===== src/codecPkg.sv =====
// arithmetic encoder package with precision and model constants and shared types
package codecPkg;

    localparam int PRECISION = 28;     // code register width
    localparam int NUM_SYMBOLS = 257;
    localparam int WORD_BITS = 32;     // output word width

    typedef logic [$clog2(NUM_SYMBOLS)-1:0] symT;
    typedef logic [PRECISION-1:0] codeT;          // interval bound
    typedef logic [9:0] freqT;                    // cumulative frequency
    typedef logic [PRECISION+9:0] prodT;          // range times frequency
    typedef logic [2:0] byteCountT;               // valid bytes, 1 to 4

    localparam codeT WHOLE = codeT'(1) << (PRECISION - 1);
    localparam codeT HALF = codeT'(1) << (PRECISION - 2);
    localparam codeT QUARTER = codeT'(1) << (PRECISION - 3);
    localparam codeT THREE_QUARTERS = codeT'(3) << (PRECISION - 3);

    localparam symT EOF_SYMBOL = symT'(256);

    // two-region model, cheap low symbols and dearer upper ones
    localparam freqT LOW_REGION_END = freqT'(97);
    localparam freqT HIGH_WEIGHT = freqT'(4);
    localparam freqT EOF_LOW = freqT'(733);
    localparam freqT MODEL_TOTAL = freqT'(734);

    typedef struct packed {
        freqT lower;
        freqT upper;
        logic isEof;
    } boundsT;

    typedef struct packed {
        codeT low;
        codeT high;
    } intervalT;

    typedef struct packed {
        logic [WORD_BITS-1:0] data;
        byteCountT validBytes;
        logic last;
    } outWordT;

endpackage


===== src/symbolModel.sv =====
// symbol model stage, buffers one symbol and maps it to cumulative-frequency bounds
module symbolModel (
    input  logic clk,
    input  logic rstn,
    input  logic symValid,
    input  codecPkg::symT sym,
    output logic symReady,
    output logic bndValid,
    output codecPkg::boundsT bnd,
    input  logic bndReady
);

    logic full;                      // buffer holds a symbol
    codecPkg::freqT symFreq;
    codecPkg::boundsT mapped;
    codecPkg::boundsT bndReg;

    assign symReady = !full;
    assign bndValid = full;
    assign bnd = bndReg;

    always_comb begin
        symFreq = codecPkg::freqT'(sym);
        mapped.isEof = (sym == codecPkg::EOF_SYMBOL);
        if (mapped.isEof) begin
            mapped.lower = codecPkg::EOF_LOW;
            mapped.upper = codecPkg::MODEL_TOTAL;
        end else if (symFreq < codecPkg::LOW_REGION_END) begin
            mapped.lower = symFreq;             // frequency 1 each
            mapped.upper = symFreq + 10'd1;
        end else begin
            mapped.lower = codecPkg::LOW_REGION_END
                + codecPkg::HIGH_WEIGHT * (symFreq - codecPkg::LOW_REGION_END);
            mapped.upper = mapped.lower + codecPkg::HIGH_WEIGHT;
        end
    end

    always_ff @(posedge clk) begin
        if (!rstn) begin
            full <= 1'b0;
        end else if (symValid && symReady) begin
            full <= 1'b1;
        end else if (bndValid && bndReady) begin
            full <= 1'b0;
        end
    end

    always_ff @(posedge clk) begin
        if (symValid && symReady) begin
            bndReg <= mapped;
        end
    end

endmodule


===== src/intervalUpdate.sv =====
// interval update stage that scales the range by the symbol bounds with a serial restoring divider
module intervalUpdate (
    input  logic clk,
    input  logic rstn,
    input  logic bndValid,
    input  codecPkg::boundsT bnd,
    output logic bndReady,
    input  logic stageFree,
    input  codecPkg::intervalT cur,
    output codecPkg::intervalT nxt,
    output logic isEof,
    output logic updDone
);

    typedef enum logic [2:0] {
        IDLE,
        MULT,
        DIV_HIGH,
        DIV_LOW,
        DONE
    } stateT;

    stateT state;
    logic [5:0] stepCnt;             // divider step counter over the product bits
    logic lastStep;
    codecPkg::boundsT bndReg;
    codecPkg::codeT range;
    codecPkg::prodT quot;            // dividend out at the top and quotient in at the bottom
    codecPkg::prodT prodLow;         // waits for the second division
    codecPkg::freqT rem;
    logic [10:0] shifted;
    logic [11:0] diff;
    logic fits;
    codecPkg::freqT remNext;
    codecPkg::prodT quotNext;
    codecPkg::codeT bound;

    assign range = cur.high - cur.low;
    assign bndReady = (state == IDLE) && stageFree;
    assign updDone = (state == DONE);
    assign isEof = bndReg.isEof;
    assign lastStep = (stepCnt == 6'(codecPkg::PRECISION + 9));

    // one restoring step against the model total
    always_comb begin
        shifted = {rem, quot[$bits(codecPkg::prodT)-1]};
        diff = {1'b0, shifted} - {2'b00, codecPkg::MODEL_TOTAL};
        fits = !diff[11];
        remNext = fits ? diff[9:0] : shifted[9:0];
        quotNext = {quot[$bits(codecPkg::prodT)-2:0], fits};
        bound = cur.low + codecPkg::codeT'(quotNext);   // quotient never exceeds range
    end

    always_ff @(posedge clk) begin
        if (!rstn) begin
            state <= IDLE;
            stepCnt <= '0;
        end else begin
            case (state)
                IDLE: begin
                    if (bndValid && bndReady) begin
                        state <= MULT;
                    end
                end
                MULT: begin
                    stepCnt <= '0;
                    state <= DIV_HIGH;
                end
                DIV_HIGH: begin
                    if (lastStep) begin
                        stepCnt <= '0;
                        state <= DIV_LOW;
                    end else begin
                        stepCnt <= stepCnt + 6'd1;
                    end
                end
                DIV_LOW: begin
                    if (lastStep) begin
                        state <= DONE;
                    end else begin
                        stepCnt <= stepCnt + 6'd1;
                    end
                end
                default: begin
                    state <= IDLE;                 // updDone lasts one cycle
                end
            endcase
        end
    end

    always_ff @(posedge clk) begin
        case (state)
            IDLE: begin
                if (bndValid && bndReady) begin
                    bndReg <= bnd;
                end
            end
            MULT: begin
                quot <= codecPkg::prodT'(range) * codecPkg::prodT'(bndReg.upper);
                prodLow <= codecPkg::prodT'(range) * codecPkg::prodT'(bndReg.lower);
                rem <= '0;
            end
            DIV_HIGH: begin
                if (lastStep) begin
                    nxt.high <= bound;
                    quot <= prodLow;               // start the low bound division
                    rem <= '0;
                end else begin
                    quot <= quotNext;
                    rem <= remNext;
                end
            end
            DIV_LOW: begin
                quot <= quotNext;
                rem <= remNext;
                if (lastStep) begin
                    nxt.low <= bound;
                end
            end
            default: begin
            end
        endcase
    end

endmodule


===== src/renormalizer.sv =====
// renormalizer stage, holds the interval, rescales it, emits bits and flushes at end of message
module renormalizer (
    input  logic clk,
    input  logic rstn,
    input  logic updDone,
    input  codecPkg::intervalT nxt,
    input  logic isEof,
    output codecPkg::intervalT cur,
    output logic stageFree,
    output logic bitValid,
    output logic bitVal,
    output logic bitLast,
    input  logic bitReady
);

    typedef enum logic [1:0] {
        IDLE,
        SCALE,
        EMIT
    } stateT;

    stateT state;
    codecPkg::intervalT iv;
    logic eofSeen;                   // symbol in flight ended the message
    logic flushing;                  // emitting the final bits
    logic [7:0] pending;             // bits held back by the middle case
    logic curBit;
    logic fillBit;                   // value of the pending bits, opposite to the leading one

    assign cur = iv;
    assign stageFree = (state == IDLE);
    assign bitValid = (state == EMIT);
    assign bitVal = curBit;
    assign bitLast = flushing && (pending == 8'd0);

    always_ff @(posedge clk) begin
        if (!rstn) begin
            state <= IDLE;
            iv.low <= '0;
            iv.high <= codecPkg::WHOLE;
            eofSeen <= 1'b0;
            flushing <= 1'b0;
            pending <= '0;
            curBit <= 1'b0;
            fillBit <= 1'b0;
        end else begin
            case (state)
                IDLE: begin
                    if (updDone) begin
                        iv <= nxt;
                        eofSeen <= isEof;
                        state <= SCALE;
                    end
                end
                SCALE: begin
                    if (iv.high < codecPkg::HALF) begin
                        curBit <= 1'b0;                // lower half
                        fillBit <= 1'b1;
                        iv.low <= iv.low << 1;
                        iv.high <= iv.high << 1;
                        state <= EMIT;
                    end else if (iv.low > codecPkg::HALF) begin
                        curBit <= 1'b1;                // upper half
                        fillBit <= 1'b0;
                        iv.low <= (iv.low - codecPkg::HALF) << 1;
                        iv.high <= (iv.high - codecPkg::HALF) << 1;
                        state <= EMIT;
                    end else if (iv.low > codecPkg::QUARTER
                                 && iv.high < codecPkg::THREE_QUARTERS) begin
                        pending <= pending + 8'd1;     // middle case, decide later
                        iv.low <= (iv.low - codecPkg::QUARTER) << 1;
                        iv.high <= (iv.high - codecPkg::QUARTER) << 1;
                    end else if (eofSeen) begin
                        // one extra pending bit picks the quarter inside the interval
                        pending <= pending + 8'd1;
                        flushing <= 1'b1;
                        curBit <= (iv.low > codecPkg::QUARTER);
                        fillBit <= !(iv.low > codecPkg::QUARTER);
                        state <= EMIT;
                    end else begin
                        state <= IDLE;
                    end
                end
                default: begin
                    if (bitReady) begin
                        if (pending != 8'd0) begin
                            curBit <= fillBit;
                            pending <= pending - 8'd1;
                        end else if (flushing) begin
                            flushing <= 1'b0;          // message done, back to initial interval
                            eofSeen <= 1'b0;
                            iv.low <= '0;
                            iv.high <= codecPkg::WHOLE;
                            state <= IDLE;
                        end else begin
                            state <= SCALE;
                        end
                    end
                end
            endcase
        end
    end

endmodule


===== src/wordPacker.sv =====
// word packer, collects emitted bits LSB first into 32-bit words with byte count and last flag
module wordPacker (
    input  logic clk,
    input  logic rstn,
    input  logic bitValid,
    input  logic bitVal,
    input  logic bitLast,
    output logic bitReady,
    output logic outValid,
    output codecPkg::outWordT outWord,
    input  logic outReady
);

    codecPkg::outWordT wordReg;
    logic [$clog2(codecPkg::WORD_BITS)-1:0] bitPos;    // next free bit
    logic wordValid;
    logic bitTake;
    logic wordDone;
    codecPkg::byteCountT bytesUsed;

    assign bitReady = !wordValid;    // stall bits while the word waits
    assign outValid = wordValid;
    assign outWord = wordReg;
    assign bitTake = bitValid && bitReady;
    assign wordDone = bitLast || (bitPos == codecPkg::WORD_BITS - 1);
    assign bytesUsed = codecPkg::byteCountT'(({1'b0, bitPos} + 6'd8) >> 3);

    always_ff @(posedge clk) begin
        if (!rstn) begin
            wordValid <= 1'b0;
            bitPos <= '0;
            wordReg <= '0;
        end else if (wordValid) begin
            if (outReady) begin
                wordValid <= 1'b0;
                wordReg <= '0;                 // unused bits of the next word read zero
            end
        end else if (bitTake) begin
            wordReg.data[bitPos] <= bitVal;
            if (wordDone) begin
                wordValid <= 1'b1;
                wordReg.validBytes <= bytesUsed;
                wordReg.last <= bitLast;
                bitPos <= '0;
            end else begin
                bitPos <= bitPos + 1'b1;
            end
        end
    end

endmodule


===== src/arithEncoder.sv =====
// arithmetic encoder top, chains symbol model, interval update, renormalizer and word packer
module arithEncoder (
    input  logic clk,
    input  logic rstn,
    input  logic symValid,
    input  codecPkg::symT sym,
    output logic symReady,
    output logic outValid,
    output codecPkg::outWordT outWord,
    input  logic outReady
);

    logic bndValid;
    logic bndReady;
    codecPkg::boundsT bnd;

    codecPkg::intervalT cur;         // interval held by the renormalizer
    codecPkg::intervalT nxt;         // narrowed interval
    logic isEof;
    logic updDone;
    logic stageFree;

    logic bitValid;
    logic bitVal;
    logic bitLast;
    logic bitReady;

    symbolModel model_i (
        .clk      (clk),
        .rstn     (rstn),
        .symValid (symValid),
        .sym      (sym),
        .symReady (symReady),
        .bndValid (bndValid),
        .bnd      (bnd),
        .bndReady (bndReady)
    );

    intervalUpdate update_i (
        .clk       (clk),
        .rstn      (rstn),
        .bndValid  (bndValid),
        .bnd       (bnd),
        .bndReady  (bndReady),
        .stageFree (stageFree),
        .cur       (cur),
        .nxt       (nxt),
        .isEof     (isEof),
        .updDone   (updDone)
    );

    renormalizer renorm_i (
        .clk       (clk),
        .rstn      (rstn),
        .updDone   (updDone),
        .nxt       (nxt),
        .isEof     (isEof),
        .cur       (cur),
        .stageFree (stageFree),
        .bitValid  (bitValid),
        .bitVal    (bitVal),
        .bitLast   (bitLast),
        .bitReady  (bitReady)
    );

    wordPacker packer_i (
        .clk      (clk),
        .rstn     (rstn),
        .bitValid (bitValid),
        .bitVal   (bitVal),
        .bitLast  (bitLast),
        .bitReady (bitReady),
        .outValid (outValid),
        .outWord  (outWord),
        .outReady (outReady)
    );

endmodule


===== config.mk =====
export PLATFORM = sky130hd
export DESIGN_NAME = arithEncoder
export DESIGN_NICKNAME = d
export VERILOG_FILES = /design/src/codecPkg.sv /design/src/symbolModel.sv /design/src/intervalUpdate.sv /design/src/renormalizer.sv /design/src/wordPacker.sv /design/src/arithEncoder.sv
export SDC_FILE = /design/constraint.sdc
export NUM_CORES = 2
export LEC_CHECK = 0
export ABC_CLOCK_PERIOD_IN_PS = 11100
export BUFFER_PORTS_ARGS = -buffer_cell sky130_fd_sc_hd__buf_2
export CAP_MARGIN = 20
export CORE_ASPECT_RATIO = 2
export CORE_MARGIN = 2
export CORE_UTILIZATION = 40
export CTS_BUF_LIST = sky130_fd_sc_hd__clkbuf_4
export CTS_CLUSTER_SIZE = 40
export DETAILED_ROUTE_END_ITERATION = 6
export PLACE_DENSITY_LB_ADDON = 0.12
export SETUP_SLACK_MARGIN = 0.02
export SLEW_MARGIN = 20
export SYNTH_ARGS = -nofsm -noshare
export SYNTH_HDL_FRONTEND = slang
export SYNTH_HIERARCHICAL = 1
export SYNTH_SLANG_ARGS = --single-unit

===== constraint.sdc =====
create_clock -name clk -period 11.1 [get_ports clk]
set_clock_uncertainty 0.1 [all_clocks]
set_input_delay 0.555 -clock clk [delete_from_list [all_inputs] [get_ports clk]]
set_output_delay 0.555 -clock clk [all_outputs]
set_load 0.01 [all_outputs]

# After elaboration in Yosys (flattened, before gate mapping)
# Index checks and enable logic that the tools add are counted.
# totals
wordCells	198
register_bits	306
out_inout_bits	38
input_bits	13
# classes
mux	74
multipliers	2
addsub	16
n_bitwise	3
n_lt_le_gt_ge	7
n_eq_ne	30
reduce_logical	39
# op_table
operator	count
56-bit 2-to-1 mux	7
38-bit one-hot mux with 3 select lines	1
56-bit one-hot mux with 2 select lines	1
36-bit 2-to-1 mux	3
28-bit by 10-bit multiplier with 38-bit output	2
28-bit by 27-bit < comparator with 1-bit output (second input constant)	2
27-bit by 26-bit subtractor with 27-bit output (second input constant)	2
27-bit subtractor (second input constant)	2
8-bit 2-to-1 mux	6
38-bit 2-to-1 mux	1
32-bit bitwise mux	1
10-bit one-hot mux with 3 select lines	1
28-bit adder	1
28-bit by 26-bit greater-than comparator with 1-bit output (second input constant)	1
28-bit by 27-bit greater-than comparator with 1-bit output (second input constant)	1
1-bit 2-to-1 mux	28
28-bit subtractor	1
10-bit 2-to-1 mux	2
20-bit 2-to-1 mux	1
2-bit != test (second input constant)	10
6-bit one-hot mux with 3 select lines	1
8-bit one-hot mux with 2 select lines	1
5-bit AND reduction	3
2-bit 2-to-1 mux	7
49 further kinds	85

# Depth between registers and ports, before layout
# depth
ltp_word	7
depth_mapped	33
mapped_depth_nobuf	32

# Hierarchy
# Netlist, hierarchy kept.
# by_module_without_submodules
module	instances	area_per_inst_um2	cells_each	seq_area_each_um2
intervalUpdate	1	26516.7	2803	5074.9
renormalizer	1	3779.9	420	1401.3
wordPacker	1	1849.3	195	840.8
symbolModel	1	1506.4	149	650.6

# Worst setup path before layout
# No wires, ideal clock.
# synth_path
path_type	flip-flop to flip-flop
from	reg renorm_i.iv, in the netlist renorm_i/cur[0]
to	reg update_i.quot[32] (data pin)
synth_period_minus_slack_ps	7619
slack_ps	3481
path_buffers	2
t_required_ps	10730
stages_incl_launch_ff	33
arrival_time_ps	7249
setup_ps	270
path_cell_list	dfxtp_1 > inv_1 > ha_1 > fa_1 > nand2b_1 > a21boi_0 > o211ai_1 > a21o_1 > nand3_1 > o21ai_1 > o31ai_1 > xor2_1 > clkbuf_1 > nand2_1 > fa_1 > inv_1 > fa_1 > fa_1 > fa_1 > inv_1 > fa_1 > inv_1 > ha_1 > clkbuf_1 > a21o_1 > a21o_1 > a21o_1 > a21o_1 > a221oi_1 > o21ai_0 > xor2_1 > nor2_1 > a21oi_1
# synth_via
elab_chain_len	3
# synth_lines
element	line	text
from (decl)	renormalizer.sv:23	codecPkg::intervalT iv;
from (signal assigned)	renormalizer.sv:50	iv <= nxt;
28-bit subtractor	intervalUpdate.sv:38	assign range = cur.high - cur.low;
28-bit by 10-bit multiplier with 38-bit output	intervalUpdate.sv:99	quot <= codecPkg::prodT'(range) * codecPkg::prodT'(bndReg.upper);
38-bit one-hot mux with 3 select lines	intervalUpdate.sv:92	case (state)
to (signal assigned)	intervalUpdate.sv:99	
to (signal assigned)	intervalUpdate.sv:106	quot <= prodLow;
to (signal assigned)	intervalUpdate.sv:109	quot <= quotNext;
to (decl)	intervalUpdate.sv:28	codecPkg::prodT quot;
# Every way passes these cells.
# A chain may end at the register's enable or synchronous reset.

# Worst setup path in the final report
# layout_path
from	reg renorm_i.iv, in the netlist renorm_i/cur[0]
to	reg update_i.prodLow[34] (data pin)
# layout_via
elab_chain_len	2
# layout_lines
element	line	text
28-bit subtractor	intervalUpdate.sv:38	
28-bit by 10-bit multiplier with 38-bit output	intervalUpdate.sv:100	prodLow <= codecPkg::prodT'(range) * codecPkg::prodT'(bndReg.lower);
to (signal assigned)	intervalUpdate.sv:100	
to (decl)	intervalUpdate.sv:29	codecPkg::prodT prodLow;
# Every way passes these cells.

==> impl_metrics.toml <==
[outcome]
outcome = "completed"

[yosys]
synth_nets = 4219
syn-cell-area_um2 = 33650
yosys.area_share.simple_pct = 17.07
synth_top_area_share_pct = 24.69
synth_area_per_cell_um2 = 9.434
synth_seq_cells = 306
synth_fa_ha_area_share_pct = 33.02
yosys_warnings = 6
synthFlopType = "edfxtp_1"
synth_compound_area_share_pct = 11.90
async_flop_share_pct = 0
synthTopCellsByArea = "fa_1, edfxtp_1, ha_1"
ys_seq_area_share_pct = 23.68
yosysUniqueCellTypes = 86
synth-xor-area-share_pct = 3.800
synth_top_family_by_area = "adder cells"
synth-edff-count = 184
netlist_instances = 3567
yosysTopAreaCell = "fa_1"
synthMuxAreaShare_pct = 3.093

[worst_hold_path]
hp-start = "sym[5]"
min_to = "model_i/bnd[16]$_SDFFCE_PP0P_"
hp-class = "primary input to flop"
min_path_cells = 3

[sta]
maxSlewViolCount = 0
rsz0062_at_grt = "false"
min_period_ns = 9.184
hold_viol = 0
max-slew-margin-rel_pct = 24.52
tns_ns = 0
timing.final.crit_share_pct = 82.74
max_freq_ghz = 0.1089
tightest_slew_ns = 1.132
setup_viol = 0

[final_layout]
drive_above_1_share_pct = 8.306
final_nets = 4214
syn_to_final_growth_pct = 7.373
final_cell_area_um2 = 36130

[cts]
clkSinkCount = 306
clk_pin_slew_ns = 0.07
numCtsBuffers = 78
tritoncts = "built"
ctsLongestPathBuffers = 3
cts_root_buf = "clkbuf_4"
h-tree-depth = 3
cts_setup_buffers = 0
clock_latency_ns = 0.94

[grt]
grt_max_degree = 106
antenna_found_initial = 2
grt_pass1_wl_um = 150600
grt_pass1_vias = 27650
grt-ovfl-total = 0
grt_usage_pct = 22.49

[die]
die_area_um2 = 86610
core_area_um2 = 83520
core.rowCount = 150
fp.dieW_um = 209.1
ios = 51
die_h_um = 414.2
initial_core_util_pct = 40.29

[detailed_routing]
routedWlPerCell_um = 20.31
drt_first_pass_iters = 6
vias = 25310
route.detailed.drc = 0
first_iter_violations = 1222
vias_per_cell = 5.395
ant_nets = 0
drt_wl_total_um = 95300

[placed_design]
gp_congestion = 0.8863
port_buffers = 50
hpwl_um = 73500
placed_cell_area_um2 = 34950

[worst_setup_path]
end_kind = "flop"
crit_fanout = 15
path_buf_inv = 4
crit_slowest_cell = "nor4_1"
path_delay_family = "adder cells"
max_stage_delay_ns = 0.65
worst-setup-path-type = "flop to flop"
regToRegStartpoint = "renorm_i/cur[0]$_SDFFE_PN0P_"
regToRegEndpoint = "update_i/prodLow[34]$_DFFE_PP_"
worstPathRequired_ns = 11.68
worstRegToRegCells = 30
ff2ff_setup_slack_ns = 1.92
critPathArrivalTime_ns = 9.76
path_common_cell = "fa_1"
start_kind = "flop"

[job]
maxCapViolations = 0
==> registers in the layout, indices dropped and copies added, names as in the netlist, 2 cells and up <==
name / flops
renorm_i/cur: 56
update_i/nxt: 56
update_i/prodLow: 38
update_i/quot: 38
packer_i/outWord: 36
model_i/bnd: 21
update_i/bndReg: 20
update_i/rem: 10
renorm_i/pending: 8
update_i/stepCnt: 6
packer_i/bitPos: 5
update_i/state: 3
renorm_i/state: 2
==> logic make-up (layout without fill, tap and decap cells) <==
family	count (synthesis)	count (layout)
and+or+nand+nor	1142	1142
AOI/OAI and AO/OA	594	594
DFF	306	306
other	0	4
muxes	103	103
xor gates and xnor gates	146	146
buffers and inverters	637	694
adders and majority gates	639	639
==> worst reg2reg max path: cells and delay by family, from the launching register on <==
family / cells / cell delay [ns]
XOR/XNOR: 2 / 0.78
AO/OA/AOI/OAI: 12 / 2.66
buffers and inverters: 4 / 0.52
flip-flops: 1 / 0.35
AND/OR/NAND/NOR: 4 / 1.18
adder cells (fa/ha/maj): 8 / 3.40
==> final cells by class <==
cell class / count / area, um^2
Multi-Input combinational cell: 2624 / 23330
Tap cell: 1064 / 1331
Antenna cell: 4 / 10.01
Timing Repair Buffer: 121 / 825.8
Clock inverter: 23 / 153.9
Sequential cell: 306 / 7971
Clock buffer: 119 / 893.4
Fill cell: 8253 / 47380
Inverter: 431 / 1618
==> routing by layer <==
layer	wire (um)	track usage, %	vias to the layer above
met2	55630	46.18	510
met3	2884	2.461	251
li1	-	-	11890
met4	4038	10.15	0
met1	32750	21.86	12660
met5	0	0	-
==> worst max path at each step <==
| stage | from | end | slack (ns) | cells past startpoint |
|---|---|---|---|---|
| 2_1_floorplan | renorm_i/cur[0]$_SDFFE_PN0P_ | update_i/quot[32]$_DFFE_PP_ | 3.48 | 32 |
| 3_3_place_gp | renorm_i/cur[29]$_SDFFE_PN0P_ | update_i/quot[33]$_DFFE_PP_ | 1.72 | 30 |
| 3_5_place_dp | renorm_i/cur[0]$_SDFFE_PN0P_ | update_i/prodLow[34]$_DFFE_PP_ | 1.99 | 30 |
| 4_1_cts | renorm_i/cur[0]$_SDFFE_PN0P_ | update_i/prodLow[34]$_DFFE_PP_ | 2.01 | 30 |
| 5_1_grt | renorm_i/cur[29]$_SDFFE_PN0P_ | update_i/quot[37]$_DFFE_PP_ | 1.67 | 30 |
| 6_report | renorm_i/cur[0]$_SDFFE_PN0P_ | update_i/prodLow[34]$_DFFE_PP_ | 1.92 | 30 |
==> synth_stat cells (5+ instances only) <==
cell,count
inv_1,431
fa_1,415
nand2_1,386
and2_1,290
ha_1,224
edfxtp_1,184
clkbuf_1,168
a21oi_1,155
nor2_1,136
dfxtp_1,122
nand3_1,106
mux2i_1,95
o31ai_1,91
o21ai_0,88
xnor2_1,85
xor2_1,61
a21o_1,58
nor2b_1,58
o211ai_1,52
nand2b_1,35
nor3_1,31
nand4_1,24
a31oi_1,19
o21bai_1,17
and3_1,16
buf_2,14
o21a_1,13
buf_6,12
a211oi_1,11
nor4_1,11
buf_1,10
a21boi_0,9
o21ai_1,9
mux2_2,8
nand3b_1,8
or3_1,8
or2_2,7
a41oi_1,6
a221oi_1,5
nor3b_1,5
o31a_1,5
==> timing repair <==
item                                   4_1_cts  5_1_grt
endpoints found under the hold margin       15        0
gates resized for setup                      0        0
hold buffers                                 9        0
==> per-stage QoR <==
stage	worst slack (ns)	utilization (%)	std cells	hold slack (ns)
2_1_floorplan	3.481	-	3567	0.3003
3_3_place_gp	1.720	41.85	4536	0.3009
3_5_place_dp	1.986	41.85	4536	0.3056
4_1_cts	2.012	43.21	4687	0.0006129
5_1_grt	1.669	43.26	4692	0.07012
6_report	1.916	43.26	4692	0.09674
==> layout by cell type, fill, tap and decap left out, types with 16 or more instances in the layout <==
cell type	instances
edfxtp_1	184
nor2b_1	57
xnor2_1	74
o31ai_1	91
clkbuf_4	119
and2_1	289
mux2i_1	95
nand2_1	385
ha_1	224
a21o_1	58
fa_1	415
nand3_1	106
dfxtp_1	121
a31oi_1	19
o21ai_0	88
nand4_1	24
nand2b_1	34
and3_1	16
xor2_1	61
nor2_1	133
inv_1	431
a21oi_1	155
o211ai_1	52
nor3_1	29
buf_4	61
buf_2	50
o21bai_1	17
Power is left out: the tool's default activity adds up to more than one toggle a clock period on the data nets, which glitch-free logic cannot reach.
